[config.mk]
export PLATFORM = sky130hd
export DESIGN_NAME = pipeline_top
export DESIGN_NICKNAME = d
export VERILOG_FILES = /design/src/hdl/x86_pkg.sv /design/src/hdl/pipe_stage.sv /design/src/hdl/instr_decoder.sv /design/src/hdl/register_file.sv /design/src/hdl/operand_fetch.sv /design/src/hdl/execute_unit.sv /design/src/hdl/writeback_unit.sv /design/src/hdl/pipeline_top.sv
export SDC_FILE = /design/constraint.sdc
export NUM_CORES = 1
export LEC_CHECK = 0
export BUFFER_PORTS_ARGS = -buffer_cell sky130_fd_sc_hd__clkbuf_2
export CELL_PAD_IN_SITES_DETAIL_PLACEMENT = 0
export CELL_PAD_IN_SITES_GLOBAL_PLACEMENT = 2
export CORE_MARGIN = 2
export CORE_UTILIZATION = 48
export DETAILED_ROUTE_END_ITERATION = 8
export GPL_TIMING_DRIVEN = 0
export PLACE_DENSITY_LB_ADDON = 0.15
export SLEW_MARGIN = 0
export SYNTH_ARGS = -nofsm -noshare
export SYNTH_HDL_FRONTEND = slang
export SYNTH_HIERARCHICAL = 1
export SYNTH_SLANG_ARGS = --single-unit
export TNS_END_PERCENT = 30
[constraint.sdc]
create_clock -name clk -period 7.3 [get_ports clk]
set_clock_uncertainty 0.1 [all_clocks]
set_input_delay 0.365 -clock clk [delete_from_list [all_inputs] [get_ports clk]]
set_output_delay 0.365 -clock clk [all_outputs]
set_load 0.02 [all_outputs]
[src/hdl/x86_pkg.sv]
package x86_pkg;

   typedef logic [31:0] word_t;
   typedef logic [2:0]  gpr_id_t;

   // Opcode byte, ModRM byte, imm32 from high to low bits
   typedef struct packed {
      logic [7:0] opcode;
      logic [7:0] modrm;
      word_t      imm;
   } instr_t;

   localparam logic [7:0] OP_ADD_RM_R  = 8'h01;
   localparam logic [7:0] OP_OR_RM_R   = 8'h09;
   localparam logic [7:0] OP_AND_RM_R  = 8'h21;
   localparam logic [7:0] OP_SUB_RM_R  = 8'h29;
   localparam logic [7:0] OP_XOR_RM_R  = 8'h31;
   localparam logic [7:0] OP_CMP_RM_R  = 8'h39;
   localparam logic [7:0] OP_MOV_RM_R  = 8'h89;
   localparam logic [7:0] OP_GRP1_IMM  = 8'h81;
   // Base of B8..BF, register number in the low three bits
   localparam logic [7:0] OP_MOV_R_IMM = 8'hB8;

   typedef enum logic [2:0] {
      ALU_ADD    = 3'd0,
      ALU_OR     = 3'd1,
      ALU_AND    = 3'd2,
      ALU_SUB    = 3'd3,
      ALU_XOR    = 3'd4,
      ALU_PASS_B = 3'd5,
      ALU_CMP    = 3'd6
   } alu_op_t;

   typedef struct packed {
      logic cf;
      logic zf;
      logic sf;
   } flags_t;

   typedef struct packed {
      alu_op_t alu_op;
      gpr_id_t dest;
      gpr_id_t src_a;
      gpr_id_t src_b;
      logic    src_b_used;
      logic    use_imm;
      word_t   imm;
      logic    writes_reg;
      logic    writes_flags;
      logic    fault;
   } decoded_op_t;

   typedef struct packed {
      alu_op_t alu_op;
      gpr_id_t dest;
      word_t   a;
      word_t   b;
      logic    writes_reg;
      logic    writes_flags;
      logic    fault;
   } operand_t;

   typedef struct packed {
      gpr_id_t dest;
      word_t   data;
      flags_t  flags;
      logic    writes_reg;
      logic    writes_flags;
      logic    fault;
   } result_t;

endpackage

[src/hdl/pipe_stage.sv]
`timescale 1ns/1ps

module pipe_stage #(
   parameter type T = logic [7:0]
) (
   input  logic clk,
   input  logic reset,
   input  logic in_valid,
   output logic in_ready,
   input  T     in_data,
   output logic out_valid,
   input  logic out_ready,
   output T     out_data
);

   // Free slot, or the held item leaves this same cycle
   assign in_ready = !out_valid || out_ready;

   always_ff @(posedge clk) begin
      if (reset) begin
         out_valid <= 1'b0;
      end else if (in_ready) begin
         out_valid <= in_valid;
      end
   end

   always_ff @(posedge clk) begin
      if (in_valid && in_ready) begin
         out_data <= in_data;
      end
   end

endmodule

[src/hdl/instr_decoder.sv]
`timescale 1ns/1ps

module instr_decoder (
   input  logic                 clk,
   input  logic                 reset,
   input  logic                 in_valid,
   output logic                 in_ready,
   input  x86_pkg::instr_t      instr,
   output logic                 dec_valid,
   input  logic                 dec_ready,
   output x86_pkg::decoded_op_t dec
);

   logic [1:0]           modrm_mod;
   logic [2:0]           modrm_reg;
   logic [2:0]           modrm_rm;
   logic                 is_grp1;
   logic                 is_mov_imm;
   logic                 alu_known;
   logic                 fault;
   x86_pkg::alu_op_t     alu_sel;
   x86_pkg::decoded_op_t dec_next;

   assign modrm_mod  = instr.modrm[7:6];
   assign modrm_reg  = instr.modrm[5:3];
   assign modrm_rm   = instr.modrm[2:0];
   assign is_grp1    = instr.opcode == x86_pkg::OP_GRP1_IMM;
   assign is_mov_imm = instr.opcode[7:3] == x86_pkg::OP_MOV_R_IMM[7:3];

   // Pick the ALU operation from the opcode, or the /digit for 0x81
   always_comb begin
      alu_known = 1'b1;
      alu_sel   = x86_pkg::ALU_PASS_B;
      case (instr.opcode)
         x86_pkg::OP_ADD_RM_R: alu_sel = x86_pkg::ALU_ADD;
         x86_pkg::OP_OR_RM_R:  alu_sel = x86_pkg::ALU_OR;
         x86_pkg::OP_AND_RM_R: alu_sel = x86_pkg::ALU_AND;
         x86_pkg::OP_SUB_RM_R: alu_sel = x86_pkg::ALU_SUB;
         x86_pkg::OP_XOR_RM_R: alu_sel = x86_pkg::ALU_XOR;
         x86_pkg::OP_CMP_RM_R: alu_sel = x86_pkg::ALU_CMP;
         x86_pkg::OP_MOV_RM_R: alu_sel = x86_pkg::ALU_PASS_B;
         x86_pkg::OP_GRP1_IMM: begin
            case (modrm_reg)
               3'd0:    alu_sel = x86_pkg::ALU_ADD;
               3'd1:    alu_sel = x86_pkg::ALU_OR;
               3'd4:    alu_sel = x86_pkg::ALU_AND;
               3'd5:    alu_sel = x86_pkg::ALU_SUB;
               3'd6:    alu_sel = x86_pkg::ALU_XOR;
               3'd7:    alu_sel = x86_pkg::ALU_CMP;
               default: alu_known = 1'b0;
            endcase
         end
         default: alu_known = is_mov_imm;
      endcase
   end

   // MOV r32,imm32 carries no ModRM, so mod only matters for the others
   assign fault = !alu_known || (!is_mov_imm && modrm_mod != 2'b11);

   always_comb begin
      dec_next              = '0;
      dec_next.alu_op       = alu_sel;
      dec_next.dest         = is_mov_imm ? instr.opcode[2:0] : modrm_rm;
      dec_next.src_a        = is_mov_imm ? instr.opcode[2:0] : modrm_rm;
      dec_next.src_b        = modrm_reg;
      dec_next.src_b_used   = !is_grp1 && !is_mov_imm;
      dec_next.use_imm      = is_grp1 || is_mov_imm;
      dec_next.imm          = instr.imm;
      dec_next.writes_reg   = !fault && alu_sel != x86_pkg::ALU_CMP;
      dec_next.writes_flags = !fault && alu_sel != x86_pkg::ALU_PASS_B;
      dec_next.fault        = fault;
   end

   pipe_stage #(
      .T(x86_pkg::decoded_op_t)
   ) u_dec_stage (
      .clk      (clk),
      .reset    (reset),
      .in_valid (in_valid),
      .in_ready (in_ready),
      .in_data  (dec_next),
      .out_valid(dec_valid),
      .out_ready(dec_ready),
      .out_data (dec)
   );

endmodule

[src/hdl/register_file.sv]
`timescale 1ns/1ps

module register_file (
   input  logic             clk,
   input  logic             reset,
   input  x86_pkg::gpr_id_t rd_addr_a,
   input  x86_pkg::gpr_id_t rd_addr_b,
   output x86_pkg::word_t   rd_data_a,
   output x86_pkg::word_t   rd_data_b,
   input  logic             wr_en,
   input  x86_pkg::gpr_id_t wr_addr,
   input  x86_pkg::word_t   wr_data
);

   // EAX..EDI in ModRM order
   x86_pkg::word_t regs [8];

   always_ff @(posedge clk) begin
      if (reset) begin
         for (int i = 0; i < 8; i++) begin
            regs[i] <= '0;
         end
      end else if (wr_en) begin
         regs[wr_addr] <= wr_data;
      end
   end

   // Reads see the old value during a write cycle
   assign rd_data_a = regs[rd_addr_a];
   assign rd_data_b = regs[rd_addr_b];

endmodule

[src/hdl/operand_fetch.sv]
`timescale 1ns/1ps

module operand_fetch (
   input  logic                 clk,
   input  logic                 reset,
   input  logic                 dec_valid,
   output logic                 dec_ready,
   input  x86_pkg::decoded_op_t dec,
   output x86_pkg::gpr_id_t     rd_addr_a,
   output x86_pkg::gpr_id_t     rd_addr_b,
   input  x86_pkg::word_t       rd_data_a,
   input  x86_pkg::word_t       rd_data_b,
   input  logic                 commit_we,
   input  x86_pkg::gpr_id_t     commit_reg,
   output logic                 opnd_valid,
   input  logic                 opnd_ready,
   output x86_pkg::operand_t    opnd
);

   // One bit per register with a write still in flight
   logic [7:0]        pending;
   logic              hazard;
   logic              stage_ready;
   logic              issue;
   x86_pkg::operand_t opnd_next;

   assign rd_addr_a = dec.src_a;
   assign rd_addr_b = dec.src_b;

   assign hazard = pending[dec.src_a]
                 || (dec.src_b_used && pending[dec.src_b])
                 || pending[dec.dest];

   assign dec_ready = stage_ready && !hazard;
   assign issue     = dec_valid && dec_ready;

   always_ff @(posedge clk) begin
      if (reset) begin
         pending <= '0;
      end else begin
         if (commit_we) begin
            pending[commit_reg] <= 1'b0;
         end
         if (issue && dec.writes_reg) begin
            pending[dec.dest] <= 1'b1;
         end
      end
   end

   always_comb begin
      opnd_next              = '0;
      opnd_next.alu_op       = dec.alu_op;
      opnd_next.dest         = dec.dest;
      opnd_next.a            = rd_data_a;
      opnd_next.b            = dec.use_imm ? dec.imm : rd_data_b;
      opnd_next.writes_reg   = dec.writes_reg;
      opnd_next.writes_flags = dec.writes_flags;
      opnd_next.fault        = dec.fault;
   end

   pipe_stage #(
      .T(x86_pkg::operand_t)
   ) u_opnd_stage (
      .clk      (clk),
      .reset    (reset),
      .in_valid (dec_valid && !hazard),
      .in_ready (stage_ready),
      .in_data  (opnd_next),
      .out_valid(opnd_valid),
      .out_ready(opnd_ready),
      .out_data (opnd)
   );

endmodule

[src/hdl/execute_unit.sv]
`timescale 1ns/1ps

module execute_unit (
   input  logic              clk,
   input  logic              reset,
   input  logic              opnd_valid,
   output logic              opnd_ready,
   input  x86_pkg::operand_t opnd,
   output logic              res_valid,
   input  logic              res_ready,
   output x86_pkg::result_t  res
);

   logic [32:0]      sum;
   x86_pkg::word_t   alu_data;
   logic             alu_cf;
   x86_pkg::result_t res_next;

   assign sum = {1'b0, opnd.a} + {1'b0, opnd.b};

   always_comb begin
      alu_cf = 1'b0;
      case (opnd.alu_op)
         x86_pkg::ALU_ADD: begin
            alu_data = sum[31:0];
            alu_cf   = sum[32];
         end
         // Borrow out, A below B unsigned
         x86_pkg::ALU_SUB, x86_pkg::ALU_CMP: begin
            alu_data = opnd.a - opnd.b;
            alu_cf   = opnd.a < opnd.b;
         end
         x86_pkg::ALU_OR:  alu_data = opnd.a | opnd.b;
         x86_pkg::ALU_AND: alu_data = opnd.a & opnd.b;
         x86_pkg::ALU_XOR: alu_data = opnd.a ^ opnd.b;
         default:          alu_data = opnd.b;
      endcase
   end

   always_comb begin
      res_next              = '0;
      res_next.dest         = opnd.dest;
      res_next.data         = alu_data;
      res_next.flags.cf     = alu_cf;
      res_next.flags.zf     = alu_data == '0;
      res_next.flags.sf     = alu_data[31];
      res_next.writes_reg   = opnd.writes_reg;
      res_next.writes_flags = opnd.writes_flags;
      res_next.fault        = opnd.fault;
   end

   pipe_stage #(
      .T(x86_pkg::result_t)
   ) u_res_stage (
      .clk      (clk),
      .reset    (reset),
      .in_valid (opnd_valid),
      .in_ready (opnd_ready),
      .in_data  (res_next),
      .out_valid(res_valid),
      .out_ready(res_ready),
      .out_data (res)
   );

endmodule

[src/hdl/writeback_unit.sv]
`timescale 1ns/1ps

module writeback_unit (
   input  logic             clk,
   input  logic             reset,
   input  logic             res_valid,
   output logic             res_ready,
   input  x86_pkg::result_t res,
   output logic             out_valid,
   input  logic             out_ready,
   output x86_pkg::gpr_id_t out_reg,
   output logic             out_write,
   output x86_pkg::word_t   out_data,
   output logic             out_fault,
   output x86_pkg::flags_t  eflags,
   output logic             wr_en,
   output x86_pkg::gpr_id_t wr_addr,
   output x86_pkg::word_t   wr_data
);

   logic commit;

   // Output side is a straight view of the execute register
   assign out_valid = res_valid;
   assign res_ready = out_ready;
   assign out_reg   = res.dest;
   assign out_write = res.writes_reg;
   assign out_data  = res.data;
   assign out_fault = res.fault;

   assign commit = res_valid && out_ready;

   assign wr_en   = commit && res.writes_reg;
   assign wr_addr = res.dest;
   assign wr_data = res.data;

   // Architectural flags, untouched by MOV and faults
   always_ff @(posedge clk) begin
      if (reset) begin
         eflags <= '0;
      end else if (commit && res.writes_flags) begin
         eflags <= res.flags;
      end
   end

endmodule

[src/hdl/pipeline_top.sv]
`timescale 1ns/1ps

module pipeline_top (
   input  logic             clk,
   input  logic             reset,
   input  logic             in_valid,
   output logic             in_ready,
   input  x86_pkg::instr_t  instr,
   output logic             out_valid,
   input  logic             out_ready,
   output x86_pkg::gpr_id_t out_reg,
   output logic             out_write,
   output x86_pkg::word_t   out_data,
   output logic             out_fault,
   output x86_pkg::flags_t  eflags
);

   logic                 dec_valid;
   logic                 dec_ready;
   x86_pkg::decoded_op_t dec;
   logic                 opnd_valid;
   logic                 opnd_ready;
   x86_pkg::operand_t    opnd;
   logic                 res_valid;
   logic                 res_ready;
   x86_pkg::result_t     res;
   x86_pkg::gpr_id_t     rd_addr_a;
   x86_pkg::gpr_id_t     rd_addr_b;
   x86_pkg::word_t       rd_data_a;
   x86_pkg::word_t       rd_data_b;
   // Commit port, shared by the register file and the scoreboard
   logic                 wr_en;
   x86_pkg::gpr_id_t     wr_addr;
   x86_pkg::word_t       wr_data;

   instr_decoder u_instr_decoder (
      .clk      (clk),
      .reset    (reset),
      .in_valid (in_valid),
      .in_ready (in_ready),
      .instr    (instr),
      .dec_valid(dec_valid),
      .dec_ready(dec_ready),
      .dec      (dec)
   );

   operand_fetch u_operand_fetch (
      .clk       (clk),
      .reset     (reset),
      .dec_valid (dec_valid),
      .dec_ready (dec_ready),
      .dec       (dec),
      .rd_addr_a (rd_addr_a),
      .rd_addr_b (rd_addr_b),
      .rd_data_a (rd_data_a),
      .rd_data_b (rd_data_b),
      .commit_we (wr_en),
      .commit_reg(wr_addr),
      .opnd_valid(opnd_valid),
      .opnd_ready(opnd_ready),
      .opnd      (opnd)
   );

   register_file u_register_file (
      .clk      (clk),
      .reset    (reset),
      .rd_addr_a(rd_addr_a),
      .rd_addr_b(rd_addr_b),
      .rd_data_a(rd_data_a),
      .rd_data_b(rd_data_b),
      .wr_en    (wr_en),
      .wr_addr  (wr_addr),
      .wr_data  (wr_data)
   );

   execute_unit u_execute_unit (
      .clk       (clk),
      .reset     (reset),
      .opnd_valid(opnd_valid),
      .opnd_ready(opnd_ready),
      .opnd      (opnd),
      .res_valid (res_valid),
      .res_ready (res_ready),
      .res       (res)
   );

   writeback_unit u_writeback_unit (
      .clk      (clk),
      .reset    (reset),
      .res_valid(res_valid),
      .res_ready(res_ready),
      .res      (res),
      .out_valid(out_valid),
      .out_ready(out_ready),
      .out_reg  (out_reg),
      .out_write(out_write),
      .out_data (out_data),
      .out_fault(out_fault),
      .eflags   (eflags),
      .wr_en    (wr_en),
      .wr_addr  (wr_addr),
      .wr_data  (wr_data)
   );

endmodule

==> impl_metrics.py <==
metrics = {
    "drt": {
        "wl_per_cell_um": 28.9,
        "drt_wl_total_um": 92200,
        "first_iter_violations": 2228,
        "vias": 20600,
        "avgViaCountPerCell": 6.44,
        "drc": 0,
        "ant_nets": 0,
        "first_pass_iters": 5,
    },
    "yosys": {
        "synth_common_cells": "419 x edfxtp_1, 279 x nor3_1, 114 x inv_1",
        "synth_cell_types": 97,
        "synth_fp_nets": 2389,
        "syn_inst": 2231,
        "syn-mean-instance-area_um2": 12.1,
        "yosys.area.top_type": "edfxtp_1",
        "async_reset_ff_share_pct": 0,
        "synth_most_common_cell": "edfxtp_1",
        "synthTopCellsByArea": "edfxtp_1 47%, mux4_1 7.8%, nor3_1 5.2%",
        "synth_edf_count": 419,
        "synth_top_area_share_pct": 46.6,
        "synth-seq-cells": 433,
        "ys_warn_count": 6,
        "ys_seq_area_share_pct": 47.6,
        "netlist_area_um2": 27000,
        "synthFlopType": "edfxtp_1",
    },
    "place": {
        "pre_cts_ws_ns": 2.28,
        "post-dp-hpwl_um": 68400,
        "placed_cells": 3081,
        "gp_congestion": 0.964,
        "port_buffers": 93,
    },
    "sta": {
        "tns_ns": 0,
        "fin_ws_ns": 1.95,
        "period_needed_ns": 5.35,
        "rsz0062_at_grt": "false",
        "max-slew-margin-rel_pct": 22.6,
        "worst_pin_slew_ns": 1.16,
        "fin_crit_sh_pct": 73.3,
        "finalHoldViolations": 0,
        "whs_ns": 0.0135,
        "fmax_ghz": 0.187,
        "slew_viol_final": 0,
        "setup_viol": 0,
    },
    "worst_hold_path": {
        "hp-class": "primary input to flip-flop",
    },
    "critical_path": {
        "path_buf_inv": 4,
        "cpMaxStageDelayCell": "nor3b_1",
        "crit_top_cell": "clkbuf_1",
        "critical_path.max_fanout": 10,
        "max_stage_delay_ns": 0.93,
        "critPathRequiredTime_ns": 7.46,
        "crit_chain": "buf_2 > nor3b_1 > clkbuf_1 > clkbuf_1 > clkbuf_1 > a221oi_1 > o211a_1 > nor4_1 > nor4b_2",
        "cp-start-kind": "flip-flop",
        "crit_arrival_ns": 5.51,
        "critPathCaptureType": "flip-flop",
        "critPathTopFamily": "buffers and inverters",
        "path_class": "flip-flop to flip-flop",
    },
    "global_route": {
        "grt_remaining_overflow": 0,
        "grt_use_total_pct": 31.9,
        "grt_max_degree": 74,
        "grt_pass1_vias": 19800,
        "grt_pass1_wl_um": 134000,
        "antenna_found_initial": 2,
    },
    "final_layout": {
        "fin_cells": 3195,
        "fin_nets": 2571,
        "n_fill_cell": 4718,
        "post-route-util_pct": 55.0,
        "drive_gt1_share_pct": 21.0,
        "area_growth_pct": 12.9,
        "diodes": 0,
        "seqCellArea_um2": 12900,
        "multi_input_area_um2": 12200,
    },
    "cts": {
        "clock_path_buffers": 3,
        "cts_made_buffers": 43,
        "cts_resized": 0,
        "insertion_delay_ns": 0.56,
        "hold_buffers": 35,
        "post_cts_buffers": 0,
        "cts-root-buf": "clkbuf_16",
        "path_clk_slew_ns": 0.06,
        "clkSinkCount": 433,
        "cts_tree": "yes",
        "htree_num_levels": 2,
    },
    "die": {
        "start_util_pct": 48.7,
        "num_rows": 86,
        "core_area_um2": 55400,
        "die_w_um": 241,
        "die_h_um": 241,
        "io_pins": 94,
        "die_area_um2": 58200,
    },
    "run": {
        "cap_violations": 0,
    },
    "status": {
        "status": "finished, final reports clean",
    },
    "power_and_ir_drop": {
        "leakage_nw": 11.3,
        "ir_worst_vdd_v": 0.000193,
        "powerDensity_nw_per_um2": 209,
    },
}
flip-flops by register name, indices dropped and copies added (netlist names):
signal	flops
u_register_file/regs	256
u_operand_fetch/u_opnd_stage/out_data	73
u_writeback_unit/eflags	3
u_instr_decoder/u_dec_stage/out_data	49
u_instr_decoder/u_dec_stage/out_valid	1
u_execute_unit/u_res_stage/out_data	41
u_operand_fetch/pending	8
u_operand_fetch/u_opnd_stage/out_valid	1
u_execute_unit/u_res_stage/out_valid	1
cell usage in the layout, fill, tap and decap left out, types with 84 or more instances in the layout:
cell type  synthesis  layout
clkbuf_1          79      87
buf_4             84      85
ha_1             104     104
edfxtp_1         419     419
clkbuf_2           0      93
mux2_2           101     101
nor2_1           104     104
nand2_1           84      84
a21oi_1           97      97
nor3_1           279     279
inv_1            114     114
per-layer routing:
| layer | track usage (%) | vias to the layer above | wire length [µm] |
|---|---|---|---|
| met1 | 46.2 | 10300 | 39700 |
| met3 | 4.56 | 194 | 7820 |
| met4 | 11.5 | 0 | 3590 |
| met5 | 0 | - | 0 |
| met2 | 49.3 | 1098 | 41100 |
| li1 | - | 8940 | - |
kinds of logic (layout without fill, tap and decap cells):
logic type,after synthesis,in the layout,synth area share (%)
buf+inv,393,609,7.54
xor+xnor,18,18,0.584
flops,433,433,47.6
mux,247,247,16.9
fa+ha+maj,106,106,4.97
simple gates,624,624,11.7
compound gates,410,410,10.7
final timing paths:
check	slack (ns)	startpoint	end	cells past startpoint
min	0.01	instr[36]	u_instr_decoder/u_dec_stage/out_data[38]	1
min reg2reg	0.32	u_operand_fetch/u_opnd_stage/out_data[69]	u_execute_unit/u_res_stage/out_data[40]	0
max reg2reg	1.95	u_operand_fetch/u_opnd_stage/out_data[70]	u_execute_unit/u_res_stage/out_data[4]	9
max	1.95	u_operand_fetch/u_opnd_stage/out_data[70]	u_execute_unit/u_res_stage/out_data[4]	9
where the power goes:
group          switching [mW]  internal [mW]
Combinational           0.696          0.433
Sequential             0.0755           2.85
Clock                   0.939           1.38
cell type report:
cell class                      count  share of cell area (%)
Buffer                            245                    4.85
Clock buffer                       54                    3.84
Clock inverter                     25                   0.976
Inverter                          148                    1.82
Multi-Input combinational cell   1405                    40.0
Sequential cell                   433                    42.2
Tap cell                          748                    3.07
Timing Repair Buffer              137                    3.25
metrics by stage:
step / power, mW / cell area, µm²
after floorplan: 3.66 / 27000
after global placement: 4.05 / 28400
after detailed placement: 4.06 / 28700
after CTS: 6.38 / 30500
after global routing: 6.57 / 30500
final: 6.37 / 30500
(Power assumes the default switching activity.)
